[src/cache_pkg.sv]
package cache_pkg;

	// byte address split: tag | index | word offset | byte offset
	localparam int addr_w = 12;
	localparam int tag_w = 5;
	localparam int idx_w = 3;
	localparam int off_w = 2;
	localparam int byte_off_w = 2;

	localparam int word_w = 32;
	localparam int line_w = 128;
	localparam int words_per_line = line_w / word_w;

	localparam int num_lines = 8;

	// backing memory is addressed by line, bits 11..4
	localparam int mem_addr_w = tag_w + idx_w;
	localparam int mem_lines = 256;

	// cycles from req seen high to ack high
	localparam int mem_latency = 4;
	localparam int lat_w = $clog2(mem_latency + 1);

	typedef logic [word_w-1:0] word_t;
	// word 0 sits in the top bits of the line
	typedef logic [0:words_per_line-1][word_w-1:0] line_t;
	typedef logic [tag_w-1:0] tag_t;
	typedef logic [idx_w-1:0] idx_t;
	typedef logic [off_w-1:0] off_t;

	typedef enum logic [2:0] {
		idle     = 3'd0,
		fill_req = 3'd1,
		fill_rel = 3'd2,
		wb_req   = 3'd3,
		wb_rel   = 3'd4,
		done     = 3'd5
	} ctrl_state_t;

endpackage

[src/cache_ctrl.sv]
`timescale 1ns/1ps

module cache_ctrl import cache_pkg::*; (
	input  logic                  CLK,
	input  logic                  rst_n,
	input  logic                  cs_n,
	input  logic                  wen,
	input  logic [addr_w-1:0]     addr,
	input  word_t                 wdata,
	input  logic                  hit,
	input  line_t                 line,
	input  logic                  mem_ack,
	input  line_t                 mem_rdata,
	output logic                  stall,
	output logic                  fill_en,
	output line_t                 fill_line,
	output logic                  merge_en,
	output logic                  mem_req,
	output logic                  mem_we,
	output logic [mem_addr_w-1:0] mem_line_addr,
	output line_t                 mem_wdata
);

	ctrl_state_t state;
	ctrl_state_t state_nxt;

	logic access;
	logic rd_hit;
	logic wr_hit;
	off_t off;

	line_t merged;
	line_t wb_line;

	assign access = !cs_n;
	// wen low means write
	assign rd_hit = access && wen && hit;
	assign wr_hit = access && !wen && hit;
	assign off = addr[byte_off_w +: off_w];

	// same word placement as the merge inside line_store
	always_comb begin
		merged = line;
		merged[off] = wdata;
	end

	always_comb begin
		state_nxt = state;
		case (state)
			idle: begin
				if (access && !rd_hit) begin
					// a write always goes out, a miss first needs the line
					state_nxt = hit ? wb_req : fill_req;
				end
			end
			fill_req: begin
				if (mem_ack) begin
					state_nxt = fill_rel;
				end
			end
			fill_rel: begin
				if (!mem_ack) begin
					state_nxt = idle;
				end
			end
			wb_req: begin
				if (mem_ack) begin
					state_nxt = wb_rel;
				end
			end
			wb_rel: begin
				if (!mem_ack) begin
					state_nxt = done;
				end
			end
			done: begin
				state_nxt = idle;
			end
			default: begin
				state_nxt = idle;
			end
		endcase
	end

	always_ff @(posedge CLK) begin
		if (!rst_n) begin
			state <= idle;
		end else begin
			state <= state_nxt;
		end
	end

	// line to write through, captured at the merge edge
	always_ff @(posedge CLK) begin
		if (merge_en) begin
			wb_line <= merged;
		end
	end

	always_comb begin
		case (state)
			idle:    stall = access && !rd_hit;
			done:    stall = 1'b0;
			default: stall = 1'b1;
		endcase
	end

	// fill lands on the edge where ack is seen high
	assign fill_en = (state == fill_req) && mem_ack;
	assign fill_line = mem_rdata;

	assign merge_en = (state == idle) && wr_hit;

	// requester side of the four-phase handshake
	assign mem_req = (state == fill_req) || (state == wb_req);
	assign mem_we = (state == wb_req) || (state == wb_rel);
	assign mem_line_addr = addr[addr_w-1 -: mem_addr_w];
	assign mem_wdata = wb_line;

endmodule

[config.mk]
export PLATFORM = sky130hd
export DESIGN_NAME = cache_ctrl
export DESIGN_NICKNAME = d
export VERILOG_FILES = /design/src/cache_pkg.sv /design/src/cache_ctrl.sv
export SDC_FILE = /design/constraint.sdc
export NUM_CORES = 1
export LEC_CHECK = 0
export BUFFER_PORTS_ARGS = -buffer_cell sky130_fd_sc_hd__clkbuf_2
export CAP_MARGIN = 30
export CORE_AREA = 2 2 224 226
export CTS_CLUSTER_SIZE = 40
export DETAILED_ROUTE_END_ITERATION = 8
export DIE_AREA = 0 0 226 228
export GPL_TIMING_DRIVEN = 0
export SLEW_MARGIN = 20
export SYNTH_ARGS = -nofsm -noshare
export SYNTH_HDL_FRONTEND = slang
export SYNTH_SLANG_ARGS = --single-unit
[constraint.sdc]
create_clock -name CLK -period 11.6 [get_ports CLK]
set_clock_uncertainty 0.1 [all_clocks]
set_input_delay 2.32 -clock CLK [delete_from_list [all_inputs] [get_ports CLK]]
set_output_delay 2.32 -clock CLK [all_outputs]
set_load 0.01 [all_outputs]
==> run metrics, run 1 <==
GRT Total Usage=0.101; synthesized area per cell=15.1 sq um; Slew Viols, Final=0; Static Leak=4.63 nW; pin count of the biggest net entering global routing=47; critical path fanouts, max=46; die width=226 microns; nets=1,204; Fmax=170 MHz; setup ws final=5.72 ns; final setup vio count=0; gpl congestion=0.809; FF+latch count, synth=131; cts hold-fix bufs=0; arrival time worst endpoint=3.46 ns; DR vias=5,240; global-route wire length before repair=35,700 microns; MaxCap Viol Count=0; Syn-to-layout area delta=56.0%; proportion of layout cells with a drive suffix above 1=0.813; IO Count=575; Cell variety after synth=27; TritonCTS Sinks=131; Crit path required time=9.18 ns; Pwr Density=130 nW/um^2; root buf cell=clkbuf_16; VDD IR max=0.0000983 V; synthesized cell area=6650 sq um; CTS Buf Count=17; Setup Buffers After CTS=0; Syn Nets=746; setup TNS=0 ns; most frequent cells in the layout=437 x clkbuf_2, 136 x buf_4, 128 x edfxtp_1, 118 x mux2_2, 17 x clkbuf_16; status=complete, no violations; clk_lat worst skew=0.43 ns; Reg-to-Reg Start=state[2]; unrepaired setup endpoints after global routing=false; CTS tree=built; drt drc=0; FF-to-FF path depth=5; switching power=0.000330 W; sw frac=0.244; Port Buf Inserts=436; clk buf depth=2; Post-Place Worst Slack=5.70 ns; Startpoint Class=input port; DRT iter0 DRCs=206; WL final=27,300 microns; critical path endpoint=merge_en; Final period util=0.507; YS warnings=0; CORE AREA=49,300 sq um; Reg power frac=0.409; r2r endpoint=mem_wdata[82]; Worst-path clk slew=0.07 ns; commonest non-fill, non-tap cell in the layout=clkbuf_2; Power Internal=0.00102 W; row cnt=82; Seq/Total Area, Yosys=0.587; cts repair resizes=0; total grt overflow=0; die area=51,500 sq um; Core Util, Final=0.210; fin crit period=5.88 ns; Least-Margin Pin Slew=0.411 ns; htree depth=4; critical setup path kind=in -> out; DPL Wire Length=22,900 microns; drt first pass iters=4; Crit. Startpoint=cs_n; routed len/inst=17.2 microns; vias per cell=3.29; Worst slew margin=0.724; initial core utilization=0.135; initial antenna violation count=20; Die H=228 microns; type of the worst min-delay path=reg -> reg; clock power share=0.429; final hold vios=0; number of global-route vias before repair=5,242; Gate Count Post-Synth=440; ANT nets after route=0; Comb pwr share=0.162; fill count=5,299; Overall Power=0.00135 W; reg-to-reg slack, setup=9.51 ns; Crit. End Element=primary output
==> final cells by class <==
| class | count | area (sq um) | area share |
|---|---|---|---|
| inverters | 1 | 3.75 | 0.000362 |
| flip-flops and latches | 131 | 3900 | 0.376 |
| well taps | 672 | 841 | 0.0810 |
| plain buffers | 152 | 1140 | 0.110 |
| clock inverters | 14 | 186 | 0.0180 |
| diodes | 9 | 22.5 | 0.00217 |
| multi-input cells | 156 | 1610 | 0.155 |
| clock buffers | 17 | 425 | 0.0410 |
| repair buffers | 439 | 2250 | 0.217 |
==> metal layers <==
metal  track usage  part of all wire
met3        0.0416              0.10
met5             0            0.0041
met4        0.0611             0.043
met1        0.0905              0.33
met2         0.185              0.52
==> cells by family (layout without fill, tap and decap cells) <==
| group | after synthesis | in the layout | synth area share |
|---|---|---|---|
| buffers and inverters | 153 | 623 | 0.172 |
| AOI/OAI and AO/OA | 8 | 8 | 0.00809 |
| DFF | 131 | 131 | 0.587 |
| and+or+nand+nor | 19 | 19 | 0.0154 |
| other | 0 | 9 | 0 |
| muxes | 129 | 129 | 0.218 |
==> critical path: stages <==
cell      delay, ns
clkbuf_2       0.09
nor2_1         0.10
and4b_4        0.44
buf_16         0.26
clkbuf_2       0.19
==> cells in the mapped netlist <==
cell | count | share of area
nand3b_1 | 1 | 0.0011
a21boi_0 | 2 | 0.0023
mux2i_1 | 1 | 0.0015
o211ai_1 | 1 | 0.0011
edfxtp_1 | 128 | 0.58
mux2_2 | 118 | 0.20
nand3_1 | 1 | 0.00075
buf_4 | 136 | 0.15
a21oi_1 | 2 | 0.0015
dfxtp_1 | 3 | 0.0090
buf_6 | 6 | 0.010
and2_1 | 1 | 0.00094
nor2_2 | 1 | 0.00094
and3_1 | 1 | 0.00094
and4b_1 | 1 | 0.0015
mux2_1 | 10 | 0.017
a311oi_1 | 1 | 0.0013
nor2_1 | 3 | 0.0017
nand2_1 | 5 | 0.0028
nand2b_1 | 3 | 0.0028
nor4_1 | 1 | 0.00094
a31oi_1 | 1 | 0.00094
nor2b_1 | 1 | 0.00094
inv_1 | 1 | 0.00056
buf_2 | 9 | 0.0068
clkbuf_2 | 1 | 0.00075
o22ai_1 | 1 | 0.00094
==> power by group through the flow <==
stage	sequential (W)	clock, W	combinational (W)
CTS	0.000553	0.000601	0.000223
detailed placement	0.000563	0	0.000223
floorplan	0.000574	0	0.000110
global route	0.000554	0.000615	0.000236
finish	0.000553	0.000579	0.000219
global placement	0.000567	0	0.000216
==> worst min path at each step <==
stage               slack (ns)  startpoint  endpoint  cells past startpoint
floorplan                 0.47    state[1]  state[1]                      3
global placement          0.49    state[1]  state[1]                      3
detailed placement        0.50    state[1]  state[1]                      3
CTS                       0.51    state[1]  state[1]                      3
global route              0.55    state[1]  state[1]                      3
finish                    0.50    state[1]  state[1]                      3
==> registers in the layout, summed over array words and instances, names as in the netlist <==
register and flops:
state 3, mem_wdata 128
==> through the flow <==
| step | instances | instance area, sq um | hold WS (ns) |
|---|---|---|---|
| CTS | 1582 | 10400 | 0.509 |
| global route | 1588 | 10400 | 0.552 |
| global placement | 1548 | 9680 | 0.491 |
| floorplan | 440 | 6650 | 0.471 |
| finish | 1591 | 10400 | 0.504 |
| detailed placement | 1551 | 9750 | 0.499 |
No activity file was read; power rests on OpenSTA's default activity.
==> run 2: changes to the inputs <==
CORE_AREA = 2 2 225 227   (was 2 2 224 226)
DIE_AREA = 0 0 227 229   (was 0 0 226 228)
clock period = 5.2 ns   (was 11.6 ns; I/O delays follow)
==> run metrics, run 2 (same netlist as run 1, synthesis figures left out) <==
Slew Viols, Final=0 (unchanged); cts hold-fix bufs=0 (unchanged); initial core utilization=0.134 (-0.000836); Pwr Density=293 nW/um^2 (+130%); CTS Buf Count=17 (unchanged); critical setup path kind=in -> out; global-route wire length before repair=34,900 microns (-2.2%); root buf cell=clkbuf_16; post-placement cell area=9740 sq um (-0.13%); fill count=5,449 (+2.8%); Overall Power=0.00305 W (+130%); nets=1,203 (-0.083%); Startpoint Class=input port; GRT Total Usage=0.0971 (-0.00352); Crit. Startpoint=cs_n; htree depth=4 (unchanged); DPL Wire Length=22,100 microns (-3.6%); status=complete, no violations; DR vias=5,177 (-1.2%); Setup Buffers After CTS=0 (unchanged); Final Cell Area=10,400 sq um (about the same); critical path fanouts, max=51 (+11%); type of the worst min-delay path=reg -> reg; CORE AREA=49,700 sq um (+0.62%); die width=227 microns (+0.44%); setup TNS=0 ns (unchanged); Least-Margin Pin Slew=0.691 ns (+0.280 ns); Worst Hold Launch=state[1]; max FFs per register=128 (unchanged); IO Count=575 (unchanged); TritonCTS Sinks=131 (unchanged); Die H=229 microns (+0.44%); cts repair resizes=0 (unchanged); pin count of the biggest net entering global routing=52 (+11%); most frequent cells in the layout=437 x clkbuf_2, 136 x buf_4, 128 x edfxtp_1, 118 x mux2_2, 17 x clkbuf_16; Worst-path clk slew=0.07 ns (about the same); Syn-to-layout area delta=56.0% (about the same); row cnt=82 (unchanged); DRT iter0 DRCs=113 (-45%); Reg-to-Reg Start=state[2]; initial antenna violation count=14 (-30%); die area=52,000 sq um (+0.88%); MaxCap Viol Count=0 (unchanged); clk_lat worst skew=0.43 ns (about the same); unrepaired setup endpoints after global routing=false; ANT nets after route=0 (unchanged); routed len/inst=16.9 microns (-1.5%); gpl congestion=0.808 (-0.15%); Worst slew margin=0.540 (-0.184); total grt overflow=0 (unchanged); CTS tree=built; arrival time worst endpoint=2.52 ns (-0.94 ns); Crit. End Element=primary output; final hold vios=0 (unchanged); VDD IR max=0.000146 V (+49%); proportion of layout cells with a drive suffix above 1=0.814 (+0.00110); clk buf depth=2 (unchanged); Port Buf Inserts=436 (unchanged); WL final=26,800 microns (-1.7%); number of global-route vias before repair=5,188 (-1.0%); Fmax=273 MHz; drt first pass iters=4 (unchanged); commonest non-fill, non-tap cell in the layout=clkbuf_2; Final period util=0.703; vias per cell=3.26 (-1.0%); final setup vio count=0 (unchanged); fin crit period=3.66 ns; drt drc=0 (unchanged); Crit path required time=4.06 ns (-5.12 ns); Static Leak=4.64 nW (+0.26%)
[run 2: worst paths after layout]
| check | end | slack, ns | cells after the start |
|---|---|---|---|
| worst max-delay path | merge_en | 1.54 | 5 |
| worst min-delay path | state[1] | 0.50 | 3 |
| worst max register to register | mem_wdata[18] | 3.01 | 4 |
| worst min register to register | state[1] | 0.50 | 3 |
[run 2: worst max-delay path, stage by stage]
cell and delay (ns):
clkbuf_2 0.10, nor2_1 0.10, and4b_4 0.71, buf_16 0.32
clkbuf_2 0.19
[run 2: layout make-up]
| class | instances | area, sq um | share of cell area |
|---|---|---|---|
| antenna | 6 | 15.0 | 0.00145 |
| buffer | 152 | 1140 | 0.110 |
| timing repair buffer | 438 | 2240 | 0.216 |
| tap | 672 | 841 | 0.0810 |
| clock buffer | 18 | 429 | 0.0413 |
| multi-input combinational | 156 | 1610 | 0.155 |
| clock inverter | 14 | 201 | 0.0194 |
| sequential | 131 | 3900 | 0.376 |
| inverter | 1 | 3.75 | 0.000362 |
[run 2: power breakdown]
part	internal [W]	switching [W]
registers	0.00122	0.0000118
logic	0.000259	0.000228
clock network	0.000812	0.000517
total	0.00229	0.000757
[run 2: metrics by stage]
| stage | setup WS (ns) | utilization | hold WS (ns) | instances |
|---|---|---|---|---|
| finish | 1.54 | 0.209 | 0.505 | 1588 |
| detailed placement | 1.54 | 0.196 | 0.497 | 1550 |
| global placement | -0.116 | 0.195 | 0.493 | 1548 |
| global route | 1.44 | 0.209 | 0.537 | 1586 |
| floorplan | 1.18 | - | 0.471 | 440 |
| CTS | 1.53 | 0.209 | 0.507 | 1582 |
[run 2: per-layer routing]
metal / track usage / wire length, microns
met5: 0 / 60
met3: 0.0349 / 2580
met2: 0.185 / 14400
met1: 0.0915 / 9020
met4: 0.0427 / 752
==> run 3: changes to the inputs <==
ABC_AREA = 1   (was unset)
CORE_AREA = 2 2 226 228   (was 2 2 225 227)
DIE_AREA = 0 0 228 230   (was 0 0 227 229)
clock period = 3.4 ns   (was 5.2 ns; I/O delays follow)
==> run metrics, run 3 <==
fin crit period=3.14 ns; CTS tree=built; Startpoint Class=flop; Async SR Flop Fraction=0 (unchanged); Gate Count Post-Synth=623 (+42%); nets=1,395 (+16%); YS warnings=0 (unchanged); gpl congestion=0.885 (+9.6%); Syn Nets=929 (+25%); critical setup path kind=reg -> out; final setup vio count=0 (unchanged); CP dominant cell by count=buf_6; most common flop cell mapped by yosys=edfxtp_1; proportion of layout cells with a drive suffix above 1=0.575 (-0.239); critical path fanouts, max=27 (-47%); VDD IR max=0.000309 V (+110%); CP max-delay cell=dfxtp_1; Post-synth EDFFs=128 (unchanged); die width=228 microns (+0.44%); commonest non-fill, non-tap cell in the layout=clkbuf_2; CTS Buf Count=17 (unchanged); htree depth=4 (unchanged); total grt overflow=0 (unchanged); Worst slew margin=0.448 (-0.0915); FF-to-FF path depth=9 (+5); Crit path required time=2.62 ns (-1.44 ns); Cell variety after synth=17 (-37%); Final period util=0.923; Worst Hold Launch=rst_n; Fmax=318 MHz; Syn-to-layout area delta=58.6%; r2r endpoint=mem_wdata[51]; arrival time worst endpoint=2.36 ns (-0.16 ns); drt first pass iters=5 (+1); ANT nets after route=0 (unchanged); global-route wire length before repair=50,900 microns (+46%); Worst Hold Path Cells=3 (unchanged); cell total after placement=1,743 (+12%); met3 WL=3960 microns (+54%); DPL Wire Length=33,400 microns (+51%); most frequent cells in the layout=436 x clkbuf_2, 141 x buf_4, 128 x edfxtp_1, 113 x nand2_1, 65 x o21ai_0; number of global-route vias before repair=6,609 (+27%); MaxCap Viol Count=0 (unchanged); Sequential Area=3900 sq um (unchanged); CORE AREA=49,900 sq um (+0.41%); GRT Total Usage=0.143 (+0.0455); leading post-synthesis cells by cell area=edfxtp_1 59%, buf_4 16%, nand2_1 6.6%; initial antenna violation count=24 (+10); row cnt=82 (unchanged); synthesized cell area=6480 sq um (-2.6%); cts hold-fix bufs=0 (unchanged); Pwr Density=484 nW/um^2 (+65%); DRT iter0 DRCs=342 (+200%); unrepaired setup endpoints after global routing=false; setup ws final=0.260 ns (-1.28 ns); vias per cell=3.57 (+9.6%); Static Leak=4.91 nW (+5.8%); clk_lat worst skew=0.43 ns (about the same); Synth top area share=0.593 (+0.0152); max FFs per register=128 (unchanged); Top Metal Used=met5; type of the worst min-delay path=in -> reg; initial core utilization=0.130 (-0.00396); WL met2=20,200 microns (+40%); synthesized area per cell=10.4 sq um (-31%); drt drc=0 (unchanged); DR vias=6,373 (+23%); Max stage delay on crit path=0.35 ns (-0.36 ns); Least-Margin Pin Slew=0.828 ns (+0.137 ns); Commonest cells post-synth=136 x buf_4, 128 x edfxtp_1, 114 x nand2_1; TritonCTS Sinks=131 (unchanged); clk buf depth=2 (unchanged); Cell Count, Final, Fillers Out=1,783 (+12%); Worst-path clk slew=0.07 ns (about the same); WL final=38,600 microns (+44%); pin count of the biggest net entering global routing=17 (-67%); leading area contributor after synthesis=edfxtp_1; Die H=230 microns (+0.44%); die area=52,400 sq um (+0.88%); WHS Endpoint=state[2]; Crit. End Element=primary output; Post-Route M1 WL=12,500 microns (+39%); critical-path cell list=inv_1 > nand2_1 > nor4_4 > buf_6 > buf_8 > buf_4 > buf_6 > clkbuf_2; root buf cell=clkbuf_16; routed len/inst=21.6 microns (+28%); Reg-to-Reg Start=state[2]; Seq/Total Area, Yosys=0.602 (+0.0154); reg-to-reg slack, setup=0.91 ns (-2.10 ns); IO Count=575 (unchanged); FF+latch count, synth=131 (unchanged); Slew Viols, Final=0 (unchanged); Overall Power=0.00498 W (+63%); final hold vios=0 (unchanged); count leader, synth=buf_4; fill count=5,536 (+1.6%); Port Buf Inserts=436 (unchanged); status=complete, no violations; multi-input logic area=1300 sq um (-19%); Post-Place Worst Slack=0.336 ns (-1.21 ns)
-- run 3: cell count changes in the layout (fill, tap and decap cells not counted), sizes merged, moves of 2 or more --
cell / delta
a21boi: -2
a21oi: +30
buf: +10
clkbuf: +7
diode: +3
inv: +40
mux2: -128
nand2: +109
nand2b: -3
nor2: +40
o21ai: +97
-- run 3: kinds of logic (layout without fill, tap and decap cells) --
kind of cell           Yosys count  after routing  share of synthesized area
AND/OR/NAND/NOR                163            163                     0.0963
flip-flops                     131            131                      0.602
AO/OA/AOI/OAI                  130            130                      0.101
buffers and inverters          199            678                      0.201
other                            0              9                          0
-- run 3: worst max-delay path: cells and delay by family, from the launching register on --
family / cells / cell delay, ns
flip-flops: 1 / 0.35
buffers and inverters: 6 / 1.19
AND/OR/NAND/NOR: 2 / 0.35
-- run 3: cell type report --
class,count,share of cell area
Buffer,161,0.113
Multi-Input combinational cell,293,0.126
Clock buffer,17,0.0414
Timing Repair Buffer,447,0.223
Sequential cell,131,0.380
Tap cell,672,0.0818
Inverter,38,0.0144
Clock inverter,15,0.0189
Antenna cell,9,0.00219
-- run 3: report_power, final --
group / leakage [nW] / total [W] / internal, W / switching [W]
Combinational: 3.42 / 0.00101 / 0.000420 / 0.000593
Clock: 0.301 / 0.00197 / 0.00118 / 0.000798
Sequential: 1.19 / 0.00199 / 0.00194 / 0.0000480
Total: 4.91 / 0.00498 / 0.00354 / 0.00144
-- run 3: metal layers --
metal / global-route usage / vias up
met4: 0.0694 / 22
met3: 0.0673 / 78
li1: - / 2904
met5: 0 / -
met1: 0.130 / 2952
met2: 0.265 / 417
-- run 3: through the flow --
stage,setup TNS [ns],hold slack (ns),util,area [sq um]
CTS,0,0.348,0.206,10300
global route,0,0.371,0.206,10300
global placement,-504.25,0.489,0.191,9530
floorplan,-263.98,0.454,-,6510
detailed placement,0,0.531,0.194,9650
finish,0,0.380,0.206,10300
-- run 3: how the worst max path moves through the flow --
stage               startpoint       end  slack, ns  cells after the start
floorplan                  wen  merge_en      -2.18                      1
global placement           wen  merge_en      -4.74                      3
detailed placement         wen  merge_en       0.34                      8
CTS                   state[2]  merge_en       0.10                      9
global route          state[2]  merge_en       0.04                      8
finish                state[2]  merge_en       0.26                      8
-- run 3: timing repair --
action	CTS	global route
setup buffers	0	0
endpoints found under the setup margin	0	1
gates resized for setup	0	0
